`config.mk`:
```
export PLATFORM = sky130hd
export DESIGN_NAME = registerFile
export DESIGN_NICKNAME = d
export VERILOG_FILES = /design/src/hdl/memWbPkg.sv /design/src/hdl/registerFile.sv
export VERILOG_INCLUDE_DIRS = /design/src /design/src/hdl
export SDC_FILE = /design/constraint.sdc
export NUM_CORES = 2
export LEC_CHECK = 0
export BUFFER_PORTS_ARGS = -buffer_cell sky130_fd_sc_hd__buf_2
export CAP_MARGIN = 25
export CORE_UTILIZATION = 60
export CTS_BUF_LIST = sky130_fd_sc_hd__clkbuf_16
export DETAILED_ROUTE_END_ITERATION = 6
export HOLD_SLACK_MARGIN = 0.15
export PLACE_DENSITY = 0.73
export SYNTH_ARGS = -nofsm -noshare
export SYNTH_HDL_FRONTEND = slang
export SYNTH_SLANG_ARGS = --single-unit
export TNS_END_PERCENT = 30
```
`constraint.sdc`:
```
create_clock -name clk -period 2.3 [get_ports clk]
set_input_delay 0.46 -clock clk [delete_from_list [all_inputs] [get_ports clk]]
set_output_delay 0.46 -clock clk [all_outputs]
set_load 0.02 [all_outputs]
```
`src/hdl/memWb_defines.svh`:
```
`ifndef MEMWB_DEFINES_SVH
`define MEMWB_DEFINES_SVH

// --------------------------------------------------
// Datapath widths.
// --------------------------------------------------
`define DATA_WIDTH 32
`define ADDR_WIDTH 32
`define REG_ADDR_WIDTH 5

// Data memory depth in 32-bit words.
`define MEM_WORDS 256

// --------------------------------------------------
// How far fetch has run ahead of this stage.
// --------------------------------------------------
`define PC_BRANCH_LAG 3
`define PC_LINK_LAG 2

`endif

```
`src/hdl/memWbPkg.sv`:
```
`include "memWb_defines.svh"

package memWbPkg;

	// Stage action for the current command.
	typedef enum logic [2:0]
	{
		Idle            = 3'd0,
		RegWrite        = 3'd1,
		MemReadRegWrite = 3'd2,
		MemWrite        = 3'd3,
		PcSelectWrite   = 3'd4,
		PcWrite         = 3'd5,
		LuiRegWrite     = 3'd6
	} stateT;

	// One decoded command per cycle.
	typedef struct packed
	{
		stateT                      state;
		logic [`DATA_WIDTH-1:0]     aluResult;
		logic [`DATA_WIDTH-1:0]     imm;
		logic [2:0]                 func3;
		logic [`REG_ADDR_WIDTH-1:0] rs1;
		logic [`REG_ADDR_WIDTH-1:0] rs2;
		logic [`REG_ADDR_WIDTH-1:0] rd;
		logic                       forwardStore;
	} commandT;

	// Register file write port.
	typedef struct packed
	{
		logic                       enable;
		logic [`REG_ADDR_WIDTH-1:0] rd;
		logic [`DATA_WIDTH-1:0]     value;
	} writeBackT;

	// A memory word seen whole, as halfwords or as bytes.
	typedef union packed
	{
		logic [`DATA_WIDTH-1:0] word;
		logic [1:0][15:0]       halves;
		logic [3:0][7:0]        bytes;
	} memWordT;

endpackage

```
`src/hdl/registerFile.sv`:
```
`timescale 1ns/1ps
`include "memWb_defines.svh"

module registerFile
(
	input  logic                       clk,
	input  logic                       reset,
	input  logic [`REG_ADDR_WIDTH-1:0] rs1,
	input  logic [`REG_ADDR_WIDTH-1:0] rs2,
	input  memWbPkg::writeBackT        write,
	output logic [`DATA_WIDTH-1:0]     rs1Data,
	output logic [`DATA_WIDTH-1:0]     rs2Data
);

	localparam int RegCount = 1 << `REG_ADDR_WIDTH;

	logic [`DATA_WIDTH-1:0] regs [RegCount];

	// --------------------------------------------------
	// Write port.
	// --------------------------------------------------
	always_ff @(posedge clk)
	begin
		if (reset)
		begin
			for (int i = 0; i < RegCount; i++)
			begin
				regs[i] <= '0;
			end
		end
		else if (write.enable && write.rd != '0)
		begin
			regs[write.rd] <= write.value;
		end
	end

	// --------------------------------------------------
	// Read ports.
	// --------------------------------------------------
	// Old value is seen during the write cycle.
	// Register zero is cleared in reset and never written.
	assign rs1Data = regs[rs1];
	assign rs2Data = regs[rs2];

endmodule

```
# Word-level counts from Yosys, hierarchy flattened
# Memory sizes are Yosys's and may differ from the RTL's.
# Index checks and enable logic that the tools add are counted.
# totals
regBits,0
latch_bits,0
ram_bits,1024
romBits,0
input_bits,50
output_inout_bits,64
elab_cells,12
mem_count,1
# classes
addsub,0
multipliers,0
n_div,0
order_cmp,0
n_eq_ne,0
n_shift,0
n_mux,8
bitwise_logic,0
reduce_logical,3
# mem_list
memory,depth,word_bits,read_ports,rd_ports_with_merged_regs,write_ports,line,source
regs,32,32,2,0,32,registerFile.sv:17,logic [`DATA_WIDTH-1:0] regs [RegCount];
# op_table
cell,n
32-bit two-way mux,1
32-bit OR reduction,1
1-bit two-way mux,6
5-bit two-way mux,1
5-bit nonzero test,1
1-bit logical AND,1

# Depth between registers and ports, before layout
# depth
ltp_word,7
depth_mapped,8
ltp_nobuf,5

# Worst setup path after synthesis
# Ideal clock, no wire load.
# synth_path
path_kind,input -> output
from,input port rs2[1]
to,output port rs2Data[25]
t_arrival_ns,1.729
t_required_ns,1.840
slack_ns,0.111
path_stages,8
path_buffers,4
path_cell_list,buf_2 -> buf_4 -> buf_4 -> buf_6 -> mux2i_1 -> a22oi_1 -> a31oi_1 -> nand3_1
# synth_between
elab_chain_len,1
# synth_lines
item,line,source
start: declaration,registerFile.sv:9,"input logic [`REG_ADDR_WIDTH-1:0] rs2,"
memory 32 x 32 bit,-,
end: declaration,registerFile.sv:12,output logic [`DATA_WIDTH-1:0] rs2Data
# Every way passes these cells.

# Worst setup path in the final report
# layout_path
from,input port rs1[1]
to,output port rs1Data[11]
# layout_between
elab_chain_len,1
# layout_lines
item,line,source
start: declaration,registerFile.sv:8,"input logic [`REG_ADDR_WIDTH-1:0] rs1,"
memory 32 x 32 bit,-,
end: declaration,registerFile.sv:11,"output logic [`DATA_WIDTH-1:0] rs1Data,"
# Every way passes these cells.

==> impl_metrics.env <==
export IMPL_multi_input_comb_area_um2=24200
export IMPL_p_per_area_nw_per_um2=697
export IMPL_cpPeakStageDelay_ns=0.30
export IMPL_peakVddDrop_v=0.000600
export IMPL_layout_area_overhead_vs_synth_pct=19.6
export IMPL_worstPathArrival_ns=2.16
export IMPL_drv_cap=0
export IMPL_synth_compound_area_share_pct=7.02
export IMPL_synth_seq_area_share_pct=55.0
export IMPL_wl_mm=192
export IMPL_post_route_util_pct=72.7
export IMPL_clk_pin_slew_ns=0.06
export IMPL_nets=4951
export IMPL_whs_endpoint="regs[0][27]"
export IMPL_drv_slew=0
export IMPL_layout_cells_most_common="edfxtp_1"
export IMPL_end_kind="output port"
export IMPL_drc=0
export IMPL_fill_cells=6161
export IMPL_fin_ws_ns=-0.318
export IMPL_syn_inst=4605
export IMPL_ant_nets=0
export IMPL_grt_max_degree=53
export IMPL_dpl_hpwl_mm=124
export IMPL_leakage_uw=0.0269
export IMPL_antenna_found_initial=17
export IMPL_cpLargestDelayFamily="buffers and inverters"
export IMPL_critPathMostFrequentCell="buf_12"
export IMPL_slew_headroom_pct=48.9
export IMPL_cts_tree="yes"
export IMPL_grt_pass1_wl_mm=273
export IMPL_largest_register_ffs=1024
export IMPL_grt_overflow=0
export IMPL_avgSynthCellArea_um2=12.1
export IMPL_top_regs="regs x1024"
export IMPL_use_met3_pct=8.99
export IMPL_synth_top_family_by_area="multiplexers"
export IMPL_whs_path_depth=2
export IMPL_crit_fanout=18
export IMPL_row_count=111
export IMPL_setup_violations_final=64
export IMPL_dieArea_um2=94400
export IMPL_rsz0062_at_grt="yes"
export IMPL_start_util_pct=60.8
export IMPL_cts_path_max_buffers=3
export IMPL_synth_simple_area_share_pct=15.7
export IMPL_cp_required_ns=1.84
export IMPL_viasPerCell=6.62
export IMPL_final_area_um2=66900
export IMPL_min_period_ns=2.62
export IMPL_dpl_cell_area_um2=61700
export IMPL_use_met1_pct=51.4
export IMPL_dr_pass1_iters=6
export IMPL_coreArea_um2=91900
export IMPL_cts_buffers=108
export IMPL_crit_type="input pin to output port"
export IMPL_slowest_stage="mux2i_2"
export IMPL_port_buffers=113
export IMPL_largest_register="regs"
export IMPL_fp_dieH_um=307
export IMPL_finalHoldViolations=0
export IMPL_wl_per_cell_um=30.8
export IMPL_io_pins=114
export IMPL_first_global_vias=40862
export IMPL_gp_congestion=0.952
export IMPL_regArea_um2=30700
export IMPL_crit_path_cell_trace="buf_12 > buf_12 > buf_4 > mux2i_2 > a22o_1 > nor3_2 > a31oi_2 > nand3_2 > buf_6"
export IMPL_worst_pin_slew_ns=0.766
export IMPL_syn_area_um2=55900
export IMPL_hold_class="input pin to flop"
export IMPL_root_buffer="clkbuf_16"
export IMPL_most_common_layout_cells="edfxtp_1 (1024), mux2i_1 (1016), and2_1 (992)"
export IMPL_grt_use_met2_pct=62.7
export IMPL_synth_seq_cells=1024
export IMPL_drive_gt1_share_pct=19.6
export IMPL_htreeDepth=3
export IMPL_initialDrtViolationCount=5552
export IMPL_cts_num_sinks=1024
export IMPL_die_w_um=307
export IMPL_synth_xor_area_share_pct=0
export IMPL_start_kind="input pin"
export IMPL_yosysWarnings=0
export IMPL_violations="setup timing"
export IMPL_ys_types=29
export IMPL_grt_total_usage_pct=40.2
export IMPL_busiest_layer="met2"
export IMPL_muxShareOfSynthArea_pct=18.3
export IMPL_via_count=41368
export IMPL_synthAdderAreaFrac_pct=0
export IMPL_critPathBufInv=4
export IMPL_fin_crit_sh_pct=114
export IMPL_max_freq_mhz=382
export IMPL_hold_start="reset"
export IMPL_status="finished with violations"
## per-layer routing
layer / vias to the layer above / part of all wire [%]
met5: - / 0.015
li1: 17466 / -
met4: 4 / 6.6
met2: 2891 / 46
met1: 20285 / 36
met3: 722 / 12
## final cells by class
cell class | count | area share (%)
Clock buffer | 110 | 4.12
Sequential cell | 1024 | 46.0
Antenna cell | 12 | 0.0449
Clock inverter | 91 | 1.22
Tap cell | 1243 | 2.33
Timing Repair Buffer | 601 | 10.1
Multi-Input combinational cell | 3166 | 36.2
## per-stage QoR
step / power (uW) / instances / TNS (ns) / setup slack, ns / hold WS (ns)
2_1_floorplan: 25700 / 4636 / 0 / 0.111 / 0.658
3_3_place_gp: 28300 / 6018 / -17.91 / -0.360 / 0.999
3_5_place_dp: 28500 / 6018 / -18.45 / -0.374 / 1.00
4_1_cts: 46200 / 6210 / -14.42 / -0.304 / 0.268
5_1_grt: 47600 / 6239 / -17.24 / -0.353 / 0.299
6_report: 46600 / 6247 / -14.55 / -0.318 / 0.294
## Yosys cell counts
library cell / n / area [um^2]
nor2_1: 21 / 78.8
and2_1: 994 / 6220
nand3_2: 1 / 10.0
clkbuf_1: 218 / 818
mux2i_1: 1024 / 10200
a22oi_1: 192 / 1440
nand3_1: 193 / 966
nand3b_1: 3 / 22.5
nor2_4: 7 / 78.8
or3_1: 2 / 12.5
nand2_1: 196 / 736
buf_2: 113 / 566
clkbuf_2: 9 / 45.0
nor2_2: 7 / 43.8
clkbuf_4: 7 / 52.6
conb_1: 1 / 3.75
or2_2: 33 / 206
buf_4: 63 / 473
edfxtp_1: 1024 / 30700
a22o_1: 128 / 1120
or3b_4: 2 / 22.5
nor2b_1: 5 / 31.3
nor3_1: 64 / 320
nand3b_2: 1 / 11.3
nand2b_1: 5 / 31.3
buf_6: 12 / 135
a21oi_1: 192 / 961
a31oi_1: 64 / 400
buf_1: 24 / 90.1
## repair_timing
| item | 4_1_cts | 5_1_grt |
|---|---|---|
| cloned | 1 | 6 |
| buffers inserted | 2 | 20 |
| hold endpoints to repair | 0 | 0 |
| resized for setup | 191 | 69 |
| hold buffers | 0 | 0 |
| endpoints found under the setup margin | 64 | 64 |
| pin swaps | 64 | 55 |
## how the worst max path moves through the flow
| stage | startpoint | to | slack (ns) | cells after the start |
|---|---|---|---|---|
| floorplan | rs2[1] | rs2Data[25] | 0.11 | 8 |
| global placement | rs1[0] | rs1Data[4] | -0.36 | 10 |
| detailed placement | rs1[0] | rs1Data[4] | -0.37 | 10 |
| CTS | regs[2][13] | rs1Data[13] | -0.30 | 6 |
| global route | regs[7][10] | rs2Data[10] | -0.35 | 6 |
| finish | rs1[1] | rs1Data[11] | -0.32 | 9 |
## where the power goes
| group | leakage (uW) | switching, uW | internal (uW) |
|---|---|---|---|
| registers | 0.00975 | 579 | 21600 |
| logic | 0.0153 | 3950 | 2680 |
| clock network | 0.00181 | 7600 | 10200 |
## cell families after synthesis
logic type | after synthesis
buffers and inverters | 446
DFF | 1024
and+or+nand+nor | 1534
other | 1
AOI/OAI and AO/OA | 576
muxes | 1024
Note: power is estimated with default switching activity, not from simulation.
