==> src/hdl/memWb_defines.svh <==
`ifndef MEMWB_DEFINES_SVH
`define MEMWB_DEFINES_SVH

// --------------------------------------------------
// Datapath widths.
// --------------------------------------------------
`define DATA_WIDTH 32
`define ADDR_WIDTH 32
`define REG_ADDR_WIDTH 5

// Data memory depth in 32-bit words.
`define MEM_WORDS 256

// --------------------------------------------------
// How far fetch has run ahead of this stage.
// --------------------------------------------------
`define PC_BRANCH_LAG 3
`define PC_LINK_LAG 2

`endif

==> src/hdl/memWbPkg.sv <==
`include "memWb_defines.svh"

package memWbPkg;

	// Stage action for the current command.
	typedef enum logic [2:0]
	{
		Idle            = 3'd0,
		RegWrite        = 3'd1,
		MemReadRegWrite = 3'd2,
		MemWrite        = 3'd3,
		PcSelectWrite   = 3'd4,
		PcWrite         = 3'd5,
		LuiRegWrite     = 3'd6
	} stateT;

	// One decoded command per cycle.
	typedef struct packed
	{
		stateT                      state;
		logic [`DATA_WIDTH-1:0]     aluResult;
		logic [`DATA_WIDTH-1:0]     imm;
		logic [2:0]                 func3;
		logic [`REG_ADDR_WIDTH-1:0] rs1;
		logic [`REG_ADDR_WIDTH-1:0] rs2;
		logic [`REG_ADDR_WIDTH-1:0] rd;
		logic                       forwardStore;
	} commandT;

	// Register file write port.
	typedef struct packed
	{
		logic                       enable;
		logic [`REG_ADDR_WIDTH-1:0] rd;
		logic [`DATA_WIDTH-1:0]     value;
	} writeBackT;

	// A memory word seen whole, as halfwords or as bytes.
	typedef union packed
	{
		logic [`DATA_WIDTH-1:0] word;
		logic [1:0][15:0]       halves;
		logic [3:0][7:0]        bytes;
	} memWordT;

endpackage

==> src/hdl/memWbController.sv <==
`timescale 1ns/1ps
`include "memWb_defines.svh"

module memWbController
(
	input  logic                   clk,
	input  logic                   reset,
	input  memWbPkg::commandT      cmd,
	input  logic [`ADDR_WIDTH-1:0] pc,
	input  logic [`DATA_WIDTH-1:0] rs1Data,
	input  logic [`DATA_WIDTH-1:0] rs2Data,
	input  logic [`DATA_WIDTH-1:0] loadData,
	output logic                   pcWriteEnable,
	output logic [`ADDR_WIDTH-1:0] pcWriteData,
	output memWbPkg::writeBackT    regWrite,
	output logic                   memRead,
	output logic                   memWrite,
	output logic [`ADDR_WIDTH-1:0] memAddr,
	output logic [`DATA_WIDTH-1:0] memWriteData,
	output logic [`DATA_WIDTH-1:0] resultData
);

	// Entry k holds the PC presented k cycles ago.
	logic [`PC_BRANCH_LAG:1][`ADDR_WIDTH-1:0] pcHistory;
	logic [`DATA_WIDTH-1:0]                   lastResult;
	logic [`DATA_WIDTH-1:0]                   storeData;

	assign storeData = cmd.forwardStore ? lastResult : rs2Data;

	// --------------------------------------------------
	// State decode.
	// --------------------------------------------------
	always_comb
	begin
		pcWriteEnable   = 1'b0;
		pcWriteData     = '0;
		regWrite.enable = 1'b0;
		regWrite.rd     = cmd.rd;
		regWrite.value  = '0;
		memRead         = 1'b0;
		memWrite        = 1'b0;
		memAddr         = cmd.aluResult;
		memWriteData    = storeData;
		if (reset)
		begin
			// Clear the fetch PC.
			pcWriteEnable = 1'b1;
		end
		else
		begin
			case (cmd.state)
				memWbPkg::RegWrite:
				begin
					regWrite.enable = 1'b1;
					regWrite.value  = cmd.aluResult;
				end
				memWbPkg::LuiRegWrite:
				begin
					regWrite.enable = 1'b1;
					regWrite.value  = cmd.imm;
				end
				memWbPkg::MemReadRegWrite:
				begin
					memRead         = 1'b1;
					regWrite.enable = 1'b1;
					regWrite.value  = loadData;
				end
				memWbPkg::MemWrite:
				begin
					memWrite = 1'b1;
				end
				memWbPkg::PcSelectWrite:
				begin
					// Branch is taken when the ALU compare is nonzero.
					if (cmd.aluResult != '0)
					begin
						pcWriteEnable = 1'b1;
						pcWriteData   = pcHistory[`PC_BRANCH_LAG] + cmd.imm;
					end
				end
				memWbPkg::PcWrite:
				begin
					pcWriteEnable   = 1'b1;
					pcWriteData     = cmd.aluResult;
					regWrite.enable = 1'b1;
					regWrite.value  = pcHistory[`PC_LINK_LAG];
				end
				default:
				begin
				end
			endcase
		end
	end

	assign resultData = memWrite ? storeData : regWrite.value;

	// --------------------------------------------------
	// PC delay line and last result.
	// --------------------------------------------------
	always_ff @(posedge clk)
	begin
		if (reset)
		begin
			pcHistory  <= '0;
			lastResult <= '0;
		end
		else
		begin
			pcHistory <= {pcHistory[`PC_BRANCH_LAG-1:1], pc};
			if (cmd.state != memWbPkg::Idle)
				lastResult <= resultData;
		end
	end

	// Loads and stores never share a cycle.
	assert property (@(posedge clk) disable iff (reset) !(memRead && memWrite));

	// In reset the PC is cleared and nothing else is written.
	assert property (@(posedge clk)
		reset |-> (pcWriteEnable && pcWriteData == '0 && !regWrite.enable && !memWrite));

	// A write to x0 still reads back as zero.
	assert property (@(posedge clk) disable iff (reset)
		(regWrite.enable && regWrite.rd == '0) |=> (cmd.rs1 != '0 || rs1Data == '0));

endmodule

==> config.mk <==
export PLATFORM = sky130hd
export DESIGN_NAME = memWbController
export DESIGN_NICKNAME = d
export VERILOG_FILES = /design/src/hdl/memWbPkg.sv /design/src/hdl/memWbController.sv
export VERILOG_INCLUDE_DIRS = /design/src /design/src/hdl
export SDC_FILE = /design/constraint.sdc
export NUM_CORES = 1
export LEC_CHECK = 0
export CELL_PAD_IN_SITES_DETAIL_PLACEMENT = 1
export CELL_PAD_IN_SITES_GLOBAL_PLACEMENT = 2
export CORE_ASPECT_RATIO = 1.2
export CORE_UTILIZATION = 32
export CTS_CLUSTER_DIAMETER = 60
export DETAILED_ROUTE_END_ITERATION = 8
export DONT_BUFFER_PORTS = 1
export HOLD_SLACK_MARGIN = 0.1
export PLACE_DENSITY = 0.88
export SETUP_SLACK_MARGIN = 0.15
export SKIP_CTS_REPAIR_TIMING = 1
export SLEW_MARGIN = 20
export SYNTH_ARGS = -nofsm -noshare
export SYNTH_HDL_FRONTEND = slang
export SYNTH_SLANG_ARGS = --single-unit
==> constraint.sdc <==
create_clock -name clk -period 2.55 [get_ports clk]
set_input_delay 0.1275 -clock clk [delete_from_list [all_inputs] [get_ports clk]]
set_output_delay 0.1275 -clock clk [all_outputs]
set_load 0.02 [all_outputs]
# Word-level counts from Yosys, hierarchy flattened
# Index checks and enable logic that the tools add are counted.
# word_totals
ff_bits	128
inputBits	216
out_inout_bits	169
elab_cells	30
# op_classes
n_addsub	1
n_eq_ne	6
muxes	16
n_reduce_logical	3
# op_table
op	n
32-bit 2-to-1 mux	5
32-bit one-hot mux with 4 select lines	1
32-bit one-hot mux with 2 select lines	1
32-bit adder	1
32-bit nonzero test	1
3-bit == test (second input constant)	3
1-bit 2-to-1 mux	8
3-bit by 2-bit == test with 1-bit output (second input constant)	2
4-bit OR reduction	1
3-bit by 1-bit == test with 1-bit output (second input constant)	1
3-bit nonzero test	1
1-bit one-hot mux with 2 select lines	1

# Longest topological paths before layout
# logic_depth
depth_word	4
mapped_depth	12
mapped_depth_nobuf	12

# Worst setup path after synthesis
# No wires, ideal clock.
# synth_path
path_kind	register to output
from	register pcHistory[64] in the netlist's numbering
to	output port pcWriteData[26]
arrival_time_ps	2670
t_required_ps	2423
slack_ps	-247
path_stages_with_launch	13
n_path_buf	0
cell_sequence	dfxtp_1 ha_1 inv_1 fa_1 and2b_1 o2111ai_1 a21oi_1 o21ai_2 o31ai_1 a31oi_1 o21ai_0 xor2_1 a22o_1
# synth_between
elab_chain_cells	4
# synth_lines
item	line	rtl
start, declared	memWbController.sv:24	logic [`PC_BRANCH_LAG:1][`ADDR_WIDTH-1:0] pcHistory;
start signal, assigned	memWbController.sv:109	pcHistory <= {pcHistory[`PC_BRANCH_LAG-1:1], pc};
32-bit adder	memWbController.sv:78	pcWriteData = pcHistory[`PC_BRANCH_LAG] + cmd.imm;
32-bit 2-to-1 mux	memWbController.sv:75	if (cmd.aluResult != '0)
32-bit one-hot mux with 2 select lines	memWbController.sv:51	case (cmd.state)
32-bit 2-to-1 mux	memWbController.sv:44	if (reset)
end, declared	memWbController.sv:14	output logic [`ADDR_WIDTH-1:0] pcWriteData,
# Every way passes these cells.

# Final worst setup path
# layout_path
from	register pcHistory[64] in the netlist's numbering
to	output port pcWriteData[28]
# The elaborated chain is that of the path after synthesis.

==> summary.md <==
| Metric | Value |
|---|---|
| Synth Area in XOR/XNOR | 3.30% |
| Library cells used by synthesis | 55 |
| Final setup viols | 25 |
| Post-Syn Nets | 1180 |
| Synth Warn # | 0 |
| # DRC | 0 |
| Slew @ Worst Pin | ~0.62 ns |
| Die area | 25500 sq um |
| Largest net degree at the start of global routing | about 130 |
| Mapped Cells | between 900 and 1000 |
| Initial Utilization | around 33% |
| DP Wirelength | approximately 22000 um |
| Global-route wire length before repair | around 43000 um |
| Number of clock sinks | 128 |
| Static Leakage | approximately 0.0049 uW |
| Layout Nets | 1301 |
| CTS tree | built |
| First-pass iteration count of the detailed router | 4 |
| Total gr overflow | 0 |
| Clk Latency, worst-skew pair | between 0.4 and 0.5 ns |
| Synth Area in Adders | under 10% |
| Row count | between 60 and 70 |
| Pwr/cell area | ~530 nW/um^2 |
| Wirelength, routed | approximately 30000 um |
| Antenna violations before repair | 2 |
| Max Root-Sink Buffers | 2 |
| Vias | roughly 7300 |
| Worst-path maximum fanout | 3 |
| Die span in x | ~150 um |
| Most frequent cells in the layout | 155 x buf_4, 122 x dfxtp_1, 98 x nor2b_1 |
| Top_reg_cell synth | dfxtp_1 |
| RSZ-0062 raised after global routing | true |
| Critical path required time | between 2 and 2.5 ns |
| Total CTS buffers | 17 |
| Post-Syn Area | roughly 8000 sq um |
| Final period utilization | 125% |
| Mux cell area share after synthesis | between 10% and 20% |
| Post-Synth Simple-Gate Area | around 18% |
| Ports | between 300 and 400 |
| Failing checks | setup timing |
| Vias in the first global route | 7400 |
| Worst Setup SP | pcHistory[64] |
| Layout area overhead | 31.9% |
| Yosys reg bits | 128 |
| Clock tree root buffer cell | clkbuf_16 |
| Crit path capture type | output pin |
| Post-synth EDFFs | 0 |
| Final core utilization | 43.4% |
| Clock skew | just over 0.009 ns |
| Maximum achievable frequency | between 300 and 400 MHz |
| Max-slew violations | 0 |
| Core area | between 20000 and 25000 sq um |
| Worst Hold Launch | reset |
| Startpoint class of the critical path | flip-flop |
| Crit Path Class | reg -> out |
| Vias per cell | 5.25 |
| Clock transition at path regs | ~0.060 ns |
| Status | finished, violations left |
| Peak VDD IR | 0.282 mV |
| Total Routing Usage GR | 22.0% |
| Final GP Congestion | approximately 0.9 |
| Die Y-Extent | 175 um |
| PortBufs | 0 |
| Final setup margin | -0.648 ns |
| Register area share after synthesis | between 30% and 40% |
| Dpl ws | -0.274 ns |
| Most common cell after layout, fill and taps aside | buf_4 |
| Total power | roughly 5500 uW |
| Reg-to-reg startpoint | pcHistory[48] |
| # diodes | 0 |
| Starting DRT DRC Count | roughly 340 |
| H-tree Lvls | 4 |
| Arrival time at the worst endpoint | around 3 ns |
| Max-cap violations | 0 |
| Mean area per synthesized cell | 8.58 sq um |
| Synth Area in Compound Gates | approximately 15% |
| Largest family of logic cells by synthesized area | simple AND/OR/NAND/NOR gates |
| FFs w/ async S/R, synth | 0% |
| Slew headroom | about three fifths |
| Post-route minimum period | about 3.2 ns |
| Final hold vios | 0 |
| Hold Path Class | in -> reg |
| Layout cells sized above 1 | 32.0% |
| Drt wl/cell | 21.9 um |
| Final setup TNS | -9.95 ns |
| ANT nets after route | 0 |
## critical path: stages (launching register included)
cell       delay [ns]
dfxtp_2          0.34
ha_4             0.14
inv_2            0.04
fa_2             0.35
and2b_1          0.24
o2111ai_2        0.16
a21oi_2          0.21
o21ai_2          0.11
o31ai_2          0.20
buf_4            0.18
a31o_1           0.15
a31o_1           0.16
xor2_1           0.15
a22o_2           0.23
## metrics by stage
stage | std cells | hold WS (ns) | cell area [sq um]
floorplan | 928 | 0.256 | 8000
global placement | 1297 | 0.213 | 8980
detailed placement | 1297 | 0.216 | 8980
CTS | 1329 | -0.245 | 9540
global route | 1382 | 0.162 | 10500
finish | 1382 | 0.149 | 10500
## cells by family (layout without fill, tap and decap cells)
kind of cell,count (synthesis),in the layout
AND/OR/NAND/NOR,286,286
AO/OA/AOI/OAI,179,179
buffers and inverters,141,275
multiplexers,128,128
flip-flops,128,128
adder cells (fa/ha/maj),36,36
XOR/XNOR,30,30
## synth_stat cells, drive strengths merged (18+ instances only)
master	instances	area [sq um]
a21oi	25	125
a22o	18	158
a22oi	45	338
buf	52	354
clkbuf	47	176
dfxtp	128	2560
ha	35	438
inv	42	158
mux2	64	721
mux2i	64	641
nand2	59	221
nor2	94	353
nor2b	98	613
o21ai	47	239
## final timing paths
path | endpoint | slack (ns) | cells past startpoint
worst max-delay path | pcWriteData[28] | -0.65 | 13
worst min-delay path | lastResult[20] | 0.15 | 2
worst max register to register | lastResult[16] | 0.35 | 8
worst min register to register | pcHistory[43] | 0.44 | 1
## sequential cells by signal, summed over array words and instances, names as in the netlist
| register | cells |
|---|---|
| lastResult | 32 |
| pcHistory | 96 |
## layer usage
| layer | vias up | share of wire (%) | global-route usage, % |
|---|---|---|---|
| met1 | 3553 | 41 | 25.9 |
| met3 | 59 | 5.5 | 6.03 |
| met4 | 2 | 3.1 | 8.85 |
| met5 | - | 0.043 | 0 |
| li1 | 3389 | - | - |
| met2 | 257 | 50 | 37.8 |
## area by class of cell
type / instances / area [sq um]
Tap cell: 320 / 400
Clock inverter: 14 / 131
Inverter: 42 / 158
Sequential cell: 128 / 2570
Clock buffer: 18 / 429
Timing Repair Buffer: 201 / 1650
Fill cell: 2799 / 13700
Multi-Input combinational cell: 659 / 5160
## power by group
group	total, uW	switching, uW	internal [uW]
logic	1050	572	480
clock network	2380	1020	1360
registers	2100	30.5	2070
Power figures use the tool's default switching activity.
